--- src/hdl/niu_defines.svh ---
`ifndef NIU_DEFINES_SVH
`define NIU_DEFINES_SVH

// Datapath and bus width
`define NIU_WORD 32

// Instruction field widths
`define NIU_REG_BITS 5
`define NIU_IMM_BITS 17
`define NIU_OP_BITS 5

// Byte step between instruction words
`define NIU_INSTR_STEP 4

// First fetch address out of reset
`define NIU_PC_START 32'h0000_0000

`endif

--- src/hdl/niuPkg.sv ---
`include "niu_defines.svh"

package niuPkg;

    // Primary opcodes, instr[31:27]
    typedef enum logic [`NIU_OP_BITS-1:0] {
        OP1_ALUR = 5'b00000, // Register form, function in op2
        OP1_ADDI = 5'b00001,
        OP1_ANDI = 5'b00101,
        OP1_ORI  = 5'b00110,
        OP1_XORI = 5'b00111,
        OP1_SULI = 5'b01000,
        OP1_SSLI = 5'b01001,
        OP1_SURI = 5'b01010,
        OP1_SSRI = 5'b01011,
        OP1_LW   = 5'b10000,
        OP1_SW   = 5'b10011,
        OP1_BEQ  = 5'b11000,
        OP1_BNE  = 5'b11001,
        OP1_BLT  = 5'b11010,
        OP1_BLE  = 5'b11011,
        OP1_JAL  = 5'b11111
    } op1T;

    // Secondary function, instr[4:0] for register form
    // Immediate opcodes share these codes with their function
    typedef enum logic [`NIU_OP_BITS-1:0] {
        ALU_SUB = 5'b00000,
        ALU_ADD = 5'b00001,
        ALU_NOT = 5'b00100,
        ALU_AND = 5'b00101,
        ALU_OR  = 5'b00110,
        ALU_XOR = 5'b00111,
        ALU_SUL = 5'b01000, // Unsigned shift left
        ALU_SSL = 5'b01001,
        ALU_SUR = 5'b01010, // Logical shift right
        ALU_SSR = 5'b01011, // Arithmetic shift right
        ALU_EQ  = 5'b10000,
        ALU_NEQ = 5'b10001,
        ALU_LT  = 5'b10010,
        ALU_LEQ = 5'b10011
    } aluFuncT;

    typedef struct packed {
        op1T                     op1;
        logic [`NIU_REG_BITS-1:0] rx;
        logic [`NIU_REG_BITS-1:0] ry;
        logic [`NIU_REG_BITS-1:0] rz;
        logic [`NIU_WORD-1:0]     imm; // Already sign-extended
        aluFuncT                 op2;
    } decodedT;

    typedef enum logic [2:0] {
        FETCH,
        DECODE,
        EXEC,
        MEM,
        BRANCH,
        JUMP,
        HALT
    } ctrlStateT;

    // Register writeback source
    typedef enum logic [1:0] {
        WB_ALU,
        WB_LOAD,
        WB_LINK
    } wrSelT;

endpackage

--- src/hdl/niuIf.sv ---
`include "niu_defines.svh"

// Instruction fetch request and decoded result
interface fetchIf;
    import niuPkg::*;

    logic                 req;   // One-cycle pulse
    logic [`NIU_WORD-1:0] pc;
    logic                 done;  // Cycle after iAck
    decodedT              instr; // Held until next req

    modport control (output req, input done, input instr);
    modport datapath (output pc, input instr);
    modport fetch (input req, input pc, output done, output instr);
endinterface

// Data load and store request
interface memIf;
    logic                 req;
    logic                 we;
    logic [`NIU_WORD-1:0] addr;
    logic [`NIU_WORD-1:0] wdata;
    logic [`NIU_WORD-1:0] rdata; // Valid with done
    logic                 done;

    modport control (output req, output we, input done);
    modport datapath (output addr, output wdata, input rdata);
    modport loadStore (input req, input we, input addr, input wdata, output rdata, output done);
endinterface

--- src/hdl/instrFetch.sv ---
`include "niu_defines.svh"

module instrFetch (
    input  logic                 clk,
    input  logic                 reset,
    fetchIf.fetch                fetch,
    output logic                 iCyc,
    output logic                 iStb,
    output logic [`NIU_WORD-1:0] iAdr,
    input  logic [`NIU_WORD-1:0] iDatI,
    input  logic                 iAck
);
    import niuPkg::*;

    // Field positions, op1 at the top of the word
    localparam int OpLsb = `NIU_WORD - `NIU_OP_BITS;
    localparam int RxLsb = OpLsb - `NIU_REG_BITS;
    localparam int RyLsb = RxLsb - `NIU_REG_BITS;
    localparam int RzLsb = RyLsb - `NIU_REG_BITS;

    logic [`NIU_WORD-1:0] ir;
    decodedT              dec;

    always_ff @(posedge clk or posedge reset) begin
        if (reset) begin
            iCyc       <= 1'b0;
            iStb       <= 1'b0;
            fetch.done <= 1'b0;
        end else begin
            fetch.done <= 1'b0;
            if (fetch.req) begin
                iCyc <= 1'b1;
                iStb <= 1'b1;
            end else if (iCyc && iAck) begin
                iCyc       <= 1'b0; // Drop in the cycle after ack
                iStb       <= 1'b0;
                fetch.done <= 1'b1;
            end
        end
    end

    always_ff @(posedge clk) begin
        if (fetch.req) begin
            iAdr <= fetch.pc;
        end
        if (iCyc && iAck) begin
            ir <= iDatI;
        end
    end

    always_comb begin
        dec.op1 = op1T'(ir[`NIU_WORD-1:OpLsb]);
        dec.rx  = ir[OpLsb-1:RxLsb];
        dec.ry  = ir[RxLsb-1:RyLsb];
        dec.rz  = ir[RyLsb-1:RzLsb];
        dec.imm = {{(`NIU_WORD - `NIU_IMM_BITS){ir[`NIU_IMM_BITS-1]}}, ir[`NIU_IMM_BITS-1:0]};
        dec.op2 = aluFuncT'(ir[`NIU_OP_BITS-1:0]);
    end

    assign fetch.instr = dec;

endmodule

--- src/hdl/niuAlu.sv ---
`include "niu_defines.svh"

module niuAlu (
    input  niuPkg::aluFuncT             func,
    input  logic signed [`NIU_WORD-1:0] a,
    input  logic signed [`NIU_WORD-1:0] b,
    output logic signed [`NIU_WORD-1:0] y
);
    import niuPkg::*;

    localparam logic signed [`NIU_WORD-1:0] One = 1;

    logic [$clog2(`NIU_WORD)-1:0] shamt;

    assign shamt = b[$clog2(`NIU_WORD)-1:0]; // Low bits only

    always_comb begin
        case (func)
            ALU_SUB: y = a - b;
            ALU_ADD: y = a + b;
            ALU_NOT: y = ~a;
            ALU_AND: y = a & b;
            ALU_OR:  y = a | b;
            ALU_XOR: y = a ^ b;
            ALU_SUL: y = a << shamt;
            ALU_SSL: y = a <<< shamt;
            ALU_SUR: y = a >> shamt;
            ALU_SSR: y = a >>> shamt; // Sign fill
            // Signed compares give 1 or 0
            ALU_EQ:  y = (a == b) ? One : '0;
            ALU_NEQ: y = (a != b) ? One : '0;
            ALU_LT:  y = (a < b) ? One : '0;
            ALU_LEQ: y = (a <= b) ? One : '0;
            default: y = '0;
        endcase
    end

endmodule

--- src/hdl/niuDatapath.sv ---
`include "niu_defines.svh"

module niuDatapath (
    input  logic            clk,
    input  logic            reset,
    fetchIf.datapath        fetch,
    memIf.datapath          mem,
    input  logic            loadOps,
    input  logic            wrEn,
    input  niuPkg::wrSelT   wrSel,
    input  logic            incPc,
    input  logic            ldPcBranch,
    input  logic            ldPcJump,
    input  niuPkg::aluFuncT aluFunc,
    output logic            taken
);
    import niuPkg::*;

    logic [`NIU_WORD-1:0]        pc;
    logic [`NIU_WORD-1:0]        regs [0:(1 << `NIU_REG_BITS) - 1];
    logic [`NIU_WORD-1:0]        rxVal, ryVal, wrData;
    logic [`NIU_REG_BITS-1:0]    dest;
    logic signed [`NIU_WORD-1:0] opA, opB, aluY;
    logic                        useRy;

    // r0 always reads as zero
    assign rxVal = (fetch.instr.rx == '0) ? '0 : regs[fetch.instr.rx];
    assign ryVal = (fetch.instr.ry == '0) ? '0 : regs[fetch.instr.ry];

    assign useRy = fetch.instr.op1 inside {OP1_ALUR, OP1_BEQ, OP1_BNE, OP1_BLT, OP1_BLE};
    assign dest  = (fetch.instr.op1 == OP1_ALUR) ? fetch.instr.rz : fetch.instr.ry;

    always_ff @(posedge clk) begin
        if (loadOps) begin
            opA <= rxVal;
            opB <= useRy ? ryVal : fetch.instr.imm;
        end
    end

    niuAlu alu (.func(aluFunc), .a(opA), .b(opB), .y(aluY));

    always_comb begin
        case (wrSel)
            WB_LOAD: wrData = mem.rdata;
            WB_LINK: wrData = pc; // Already points past the JAL
            default: wrData = aluY;
        endcase
    end

    always_ff @(posedge clk) begin
        if (wrEn) begin
            regs[dest] <= wrData;
        end
    end

    always_ff @(posedge clk or posedge reset) begin
        if (reset) begin
            pc <= `NIU_PC_START;
        end else if (ldPcJump) begin
            pc <= opA;
        end else if (ldPcBranch) begin
            pc <= pc + {fetch.instr.imm[`NIU_WORD-3:0], 2'b00}; // Word offset
        end else if (incPc) begin
            pc <= pc + `NIU_INSTR_STEP;
        end
    end

    assign fetch.pc  = pc;
    assign mem.addr  = aluY;  // rx + imm
    assign mem.wdata = ryVal;
    assign taken     = aluY[0];

endmodule

--- src/hdl/niuControl.sv ---
module niuControl (
    input  logic             clk,
    input  logic             reset,
    fetchIf.control          fetch,
    memIf.control            mem,
    output logic             loadOps,
    output logic             wrEn,
    output niuPkg::wrSelT    wrSel,
    output logic             incPc,
    output logic             ldPcBranch,
    output logic             ldPcJump,
    output niuPkg::aluFuncT  aluFunc,
    input  logic             taken
);
    import niuPkg::*;

    ctrlStateT state, nextState;
    logic      waiting; // Fetch issued, done not yet seen
    op1T       op1;

    assign op1   = fetch.instr.op1;
    assign incPc = fetch.done;

    always_ff @(posedge clk or posedge reset) begin
        if (reset) begin
            state   <= FETCH;
            waiting <= 1'b0;
        end else begin
            state <= nextState;
            if (fetch.req) begin
                waiting <= 1'b1;
            end else if (fetch.done) begin
                waiting <= 1'b0;
            end
        end
    end

    // ALU function from the instruction
    always_comb begin
        case (op1)
            OP1_ALUR: aluFunc = fetch.instr.op2;
            OP1_ADDI, OP1_ANDI, OP1_ORI, OP1_XORI,
            OP1_SULI, OP1_SSLI, OP1_SURI, OP1_SSRI: aluFunc = aluFuncT'(op1);
            OP1_BEQ: aluFunc = ALU_EQ;
            OP1_BNE: aluFunc = ALU_NEQ;
            OP1_BLT: aluFunc = ALU_LT;
            OP1_BLE: aluFunc = ALU_LEQ;
            default: aluFunc = ALU_ADD; // Address for LW and SW
        endcase
    end

    always_comb begin
        nextState  = state;
        fetch.req  = 1'b0;
        mem.req    = 1'b0;
        mem.we     = 1'b0;
        loadOps    = 1'b0;
        wrEn       = 1'b0;
        wrSel      = WB_ALU;
        ldPcBranch = 1'b0;
        ldPcJump   = 1'b0;
        case (state)
            FETCH: begin
                fetch.req = !waiting;
                if (fetch.done) nextState = DECODE;
            end
            DECODE: begin
                loadOps = 1'b1; // rx and ry/imm into the operand registers
                case (op1)
                    OP1_ALUR, OP1_ADDI, OP1_ANDI, OP1_ORI, OP1_XORI,
                    OP1_SULI, OP1_SSLI, OP1_SURI, OP1_SSRI,
                    OP1_LW, OP1_SW, OP1_BEQ, OP1_BNE, OP1_BLT, OP1_BLE,
                    OP1_JAL: nextState = EXEC;
                    default: nextState = HALT;
                endcase
            end
            EXEC: begin
                case (op1)
                    OP1_LW, OP1_SW: begin
                        mem.req   = 1'b1;
                        mem.we    = (op1 == OP1_SW);
                        nextState = MEM;
                    end
                    OP1_BEQ, OP1_BNE, OP1_BLT, OP1_BLE: nextState = taken ? BRANCH : FETCH;
                    OP1_JAL: nextState = JUMP;
                    default: begin
                        wrEn      = 1'b1;
                        nextState = FETCH;
                    end
                endcase
            end
            MEM: begin
                if (mem.done) begin
                    wrEn      = (op1 == OP1_LW);
                    wrSel     = WB_LOAD;
                    nextState = FETCH;
                end
            end
            BRANCH: begin
                ldPcBranch = 1'b1;
                nextState  = FETCH;
            end
            JUMP: begin
                wrEn      = 1'b1; // Link into ry
                wrSel     = WB_LINK;
                ldPcJump  = 1'b1;
                nextState = FETCH;
            end
            HALT: nextState = HALT;
            default: nextState = HALT;
        endcase
    end

endmodule

--- src/hdl/loadStore.sv ---
`include "niu_defines.svh"

module loadStore (
    input  logic                 clk,
    input  logic                 reset,
    memIf.loadStore              mem,
    output logic                 dCyc,
    output logic                 dStb,
    output logic                 dWe,
    output logic [`NIU_WORD-1:0] dAdr,
    output logic [`NIU_WORD-1:0] dDatO,
    input  logic [`NIU_WORD-1:0] dDatI,
    input  logic                 dAck
);

    always_ff @(posedge clk or posedge reset) begin
        if (reset) begin
            dCyc     <= 1'b0;
            dStb     <= 1'b0;
            dWe      <= 1'b0;
            mem.done <= 1'b0;
        end else begin
            mem.done <= 1'b0;
            if (mem.req) begin
                dCyc <= 1'b1;
                dStb <= 1'b1;
                dWe  <= mem.we; // Held for the whole cycle
            end else if (dCyc && dAck) begin
                dCyc     <= 1'b0;
                dStb     <= 1'b0;
                dWe      <= 1'b0;
                mem.done <= 1'b1;
            end
        end
    end

    always_ff @(posedge clk) begin
        if (mem.req) begin
            dAdr  <= mem.addr;
            dDatO <= mem.wdata;
        end
        if (dCyc && dAck) begin
            mem.rdata <= dDatI; // Don't care on stores
        end
    end

endmodule

--- src/hdl/niuCore.sv ---
`include "niu_defines.svh"

module niuCore (
    input  logic                 clk,
    input  logic                 reset,
    // Instruction master
    output logic                 iCyc,
    output logic                 iStb,
    output logic [`NIU_WORD-1:0] iAdr,
    input  logic [`NIU_WORD-1:0] iDatI,
    input  logic                 iAck,
    // Data master
    output logic                 dCyc,
    output logic                 dStb,
    output logic                 dWe,
    output logic [`NIU_WORD-1:0] dAdr,
    output logic [`NIU_WORD-1:0] dDatO,
    input  logic [`NIU_WORD-1:0] dDatI,
    input  logic                 dAck
);
    import niuPkg::*;

    fetchIf fetchBus ();
    memIf   memBus ();

    logic    loadOps, wrEn, incPc, ldPcBranch, ldPcJump, taken;
    wrSelT   wrSel;
    aluFuncT aluFunc;

    instrFetch fetchUnit (
        .clk(clk), .reset(reset), .fetch(fetchBus),
        .iCyc(iCyc), .iStb(iStb), .iAdr(iAdr), .iDatI(iDatI), .iAck(iAck)
    );

    niuControl control (
        .clk(clk), .reset(reset), .fetch(fetchBus), .mem(memBus),
        .loadOps(loadOps), .wrEn(wrEn), .wrSel(wrSel), .incPc(incPc),
        .ldPcBranch(ldPcBranch), .ldPcJump(ldPcJump), .aluFunc(aluFunc), .taken(taken)
    );

    niuDatapath datapath (
        .clk(clk), .reset(reset), .fetch(fetchBus), .mem(memBus),
        .loadOps(loadOps), .wrEn(wrEn), .wrSel(wrSel), .incPc(incPc),
        .ldPcBranch(ldPcBranch), .ldPcJump(ldPcJump), .aluFunc(aluFunc), .taken(taken)
    );

    loadStore dataUnit (
        .clk(clk), .reset(reset), .mem(memBus),
        .dCyc(dCyc), .dStb(dStb), .dWe(dWe), .dAdr(dAdr), .dDatO(dDatO),
        .dDatI(dDatI), .dAck(dAck)
    );

endmodule

--- config.mk ---
export PLATFORM = sky130hd
export DESIGN_NAME = niuCore
export DESIGN_NICKNAME = d
export VERILOG_FILES = /design/src/hdl/niuPkg.sv /design/src/hdl/niuIf.sv /design/src/hdl/instrFetch.sv /design/src/hdl/niuAlu.sv /design/src/hdl/niuDatapath.sv /design/src/hdl/niuControl.sv /design/src/hdl/loadStore.sv /design/src/hdl/niuCore.sv
export VERILOG_INCLUDE_DIRS = /design/src /design/src/hdl
export SDC_FILE = /design/constraint.sdc
export NUM_CORES = 2
export LEC_CHECK = 0
export BUFFER_PORTS_ARGS = -buffer_cell sky130_fd_sc_hd__buf_2
export CAP_MARGIN = 20
export CELL_PAD_IN_SITES_DETAIL_PLACEMENT = 1
export CELL_PAD_IN_SITES_GLOBAL_PLACEMENT = 1
export CORE_UTILIZATION = 40
export DETAILED_ROUTE_END_ITERATION = 12
export GPL_TIMING_DRIVEN = 0
export PLACE_DENSITY_LB_ADDON = 0.12
export SLEW_MARGIN = 10
export SYNTH_ARGS = -nofsm -noshare
export SYNTH_HDL_FRONTEND = slang
export SYNTH_HIERARCHICAL = 1
export SYNTH_SLANG_ARGS = --single-unit
--- constraint.sdc ---
create_clock -name clk -period 9 [get_ports clk]
set_input_delay 1.8 -clock clk [delete_from_list [all_inputs] [get_ports clk]]
set_output_delay 1.8 -clock clk [all_outputs]
set_load 0.02 [all_outputs]
==> impl_metrics.json <==
{
  "period_minus_slack_ns": 7.516,
  "routed_via_density": 6.439,
  "tightest_slew_ns": 1.236,
  "finalNetCount": 4855,
  "clkPwrFrac_pct": 23.8,
  "tritoncts": "yes",
  "wirelength_um": 273200,
  "critical_path_arrival_ns": 7.97,
  "drv_cap": 0,
  "die-area_um2": 170900,
  "drive_gt1_share_pct": 30.93,
  "layout_commonest_cell": "edfxtp_1",
  "hold_path_class": "register to register",
  "clk_latency_ns": 0.81,
  "avgSynthCellArea_um2": 16.13,
  "synth_seq_cells": 1289,
  "switchingPower_uw": 9737,
  "finalMaxSlewViolations": 0,
  "dpl_worst_slack_ns": 1.686,
  "worst_slew_margin_rel_pct": 17.57,
  "clkTransAtPathRegs_ns": 0.06,
  "worst-r2r-cell-count": 16,
  "final_util_pct": 47.16,
  "std_cell_rows": 150,
  "clock.fmax_mhz": 133.1,
  "endpoint_kind": "register",
  "crit_family": "buffers and inverters",
  "cp_slowest_cell": "o31ai_1",
  "final_hold_viol_count": 0,
  "internal_power_uw": 15130,
  "io_buffers": 168,
  "grtUsageTotal_pct": 32.04,
  "fillers": 16030,
  "cp.depth": 16,
  "final_cell_mix": "edfxtp_1, mux4_2, nor2_1, buf_2, clkbuf_1",
  "ant_nets": 0,
  "status": "finished clean",
  "synth.largest_area_cell": "edfxtp_1",
  "start_kind": "register",
  "grt_pass1_vias": 45640,
  "cp.required_ns": 9.45,
  "rsz0062_at_grt": "false",
  "setup_tns_ns": 0,
  "yosys_warnings": 6,
  "finalCritPeriodShare_pct": 83.51,
  "die_x_um": 413.4,
  "synth_cell_type_count": 104,
  "wire_per_inst_um": 39.20,
  "cts_buffers": 148,
  "htreeDepth": 4,
  "io_pins": 169,
  "syn_area_um2": 67700,
  "grt_pass1_wl_um": 373000,
  "yosysSeqAreaShare_pct": 56.87,
  "synth_edf_count": 1248,
  "synth_nets": 4402,
  "power_density_nw_per_um2": 314.6,
  "synth_top_cell_area_share_pct": 55.35,
  "core_um2": 167600,
  "place_hpwl_um": 205900,
  "synth_ff_type": "edfxtp_1",
  "path_cells": "inv_1 -> ha_1 -> buf_2 -> nor4_1 -> nor2_1 -> o31ai_1 -> clkbuf_1 -> clkbuf_1 -> clkbuf_1 -> clkbuf_1 -> o21ai_0 -> o31ai_1 -> xnor2_1 -> o221ai_1 -> nand2_1 -> o21ai_4",
  "drc_errors": 0,
  "syn_inst": 4198,
  "clock_sinks": 1289,
  "seqPwrFrac_pct": 36.4,
  "max_stage_delay_ns": 0.89,
  "start_util_pct": 40.39,
  "power_uw": 24870,
  "skew_ns": 0.05470,
  "vias": 44880,
  "hold_depth": 1,
  "finalSetupViolCount": 0,
  "drtIter0Drc": 5170,
  "layout_setup_ws_ns": 1.484,
  "critPathMostFrequentCell": "clkbuf_1",
  "cts_resized": 0,
  "die-height_um": 413.4,
  "grt_max_degree": 53,
  "power_leakage_uw": 0.02658,
  "clockBufferDepth": 3,
  "cp_num_buf_inv": 6,
  "crit_path_max_fanout": 32,
  "first_pass_iters": 6,
  "antenna_found_initial": 4,
  "critical_path_class": "register to register",
  "root_buffer": "clkbuf_16",
  "place_congestion": 1.056,
  "place_area_um2": 74280,
  "synthToLayoutAreaGrowth_pct": 16.76,
  "peakVddDrop_uv": 183.0,
  "gr-total-overflow": 0,
  "p_sw_share_pct": 39.15,
  "fin_area_um2": 79050,
  "cts_setup_buffers": 0,
  "async_flop_share_pct": 3.181,
  "synth_area_leaders": "edfxtp_1, mux4_2, ha_1",
  "hold_buffers": 0,
  "p_comb_share_pct": 39.8
}
[Yosys cell counts (all sizes together) (7+ instances only)]
library cell,instances
a211o,11
a211oi,26
a21o,41
a21oi,184
a221oi,23
a22oi,48
a31oi,22
and2,33
and3,11
buf,150
clkbuf,184
dfrtp,41
edfxtp,1248
ha,133
inv,112
mux2,56
mux2i,123
mux4,679
nand2,152
nand2b,19
nand3,30
nand4,10
nor2,328
nor2b,14
nor3,43
nor3b,10
nor4,14
o211ai,28
o21ai,186
o21bai,14
o221ai,14
o22ai,14
o31a,8
o31ai,10
or2,10
or3,17
or4,7
xnor2,33
xor2,19
[path summary, 6_finish.rpt]
kind | startpoint | to | slack (ns)
worst max-delay path | fetchUnit/ir[28]$_DFFE_PP_ | datapath/regs[21][10]$_DFFE_PP_ | 1.48
worst min-delay path | control/waiting$_DFFE_PP0P_ | control/waiting$_DFFE_PP0P_ | 0.51
worst max register to register | fetchUnit/ir[28]$_DFFE_PP_ | datapath/regs[21][10]$_DFFE_PP_ | 1.48
worst min register to register | control/waiting$_DFFE_PP0P_ | control/waiting$_DFFE_PP0P_ | 0.51
max in group asynchronous | reset | datapath/fetch.pc[10]$_DFFE_PP0N_ | 7.45
min in group asynchronous | reset | fetchUnit/iStb$_DFFE_PP0P_ | 0.93
[per-stage QoR]
| step | cells | hold slack [ns] |
|---|---|---|
| 6_report | 6970 | 0.5094 |
| 2_1_floorplan | 4198 | 0.4436 |
| 3_3_place_gp | 6570 | 0.4617 |
| 3_5_place_dp | 6700 | 0.5006 |
| 4_1_cts | 6961 | 0.5132 |
| 5_1_grt | 6966 | 0.5400 |
[routing by layer]
metal  share of wire [%]  GRT usage, %  up-vias
li1                    -             -    18110
met1                  38         40.60    24020
met2                  49         53.35     2200
met3                 6.7         4.656      540
met4                 5.9         16.80        4
met5               0.012             0        -
[layout make-up]
| class | instances | area, um^2 | area share (%) |
|---|---|---|---|
| Multi-Input combinational cell | 2463 | 27910 | 35.31 |
| Tap cell | 2204 | 2758 | 3.489 |
| Inverter | 112 | 420.4 | 0.5318 |
| Clock buffer | 182 | 3841 | 4.859 |
| Antenna cell | 4 | 10.01 | 0.01266 |
| Clock inverter | 79 | 870.8 | 1.102 |
| Sequential cell | 1289 | 38500 | 48.71 |
| Buffer | 334 | 1541 | 1.950 |
| Timing Repair Buffer | 303 | 3192 | 4.038 |
[kinds of logic after synthesis]
logic type                 synth area share [%]
AOI/OAI and AO/OA                         6.760
adders and majority gates                 2.547
xor gates and xnor gates                 0.6727
and+or+nand+nor                           4.933
DFF                                       56.87
muxes                                     25.34
buffers and inverters                     2.879
[state kept, by name, summed over array words and instances, names as in the netlist]
register              flops
fetchUnit/ir             32
datapath/opA             32
control/state             3
datapath/regs          1024
dataUnit/mem.done         1
control/waiting           1
dataUnit/dAdr            32
datapath/fetch.pc        32
dataUnit/mem.rdata       32
dataUnit/dDatO           32
dataUnit/dWe              1
fetchUnit/iAdr           32
fetchUnit/fetch.done      1
datapath/opB             32
fetchUnit/iStb            1
dataUnit/dStb             1
[power groups by stage]
stage                     Combinational, uW  Sequential [uW]  Clock, uW
after detailed placement               9690             9150          0
final                                  9910             9050       5920
after global placement                 8600             9530          0
after CTS                              9720             9030       6040
after floorplan                        5000             9090          0
after global routing                  10300             9060       6230
No activity file was read; power rests on OpenSTA's default activity.
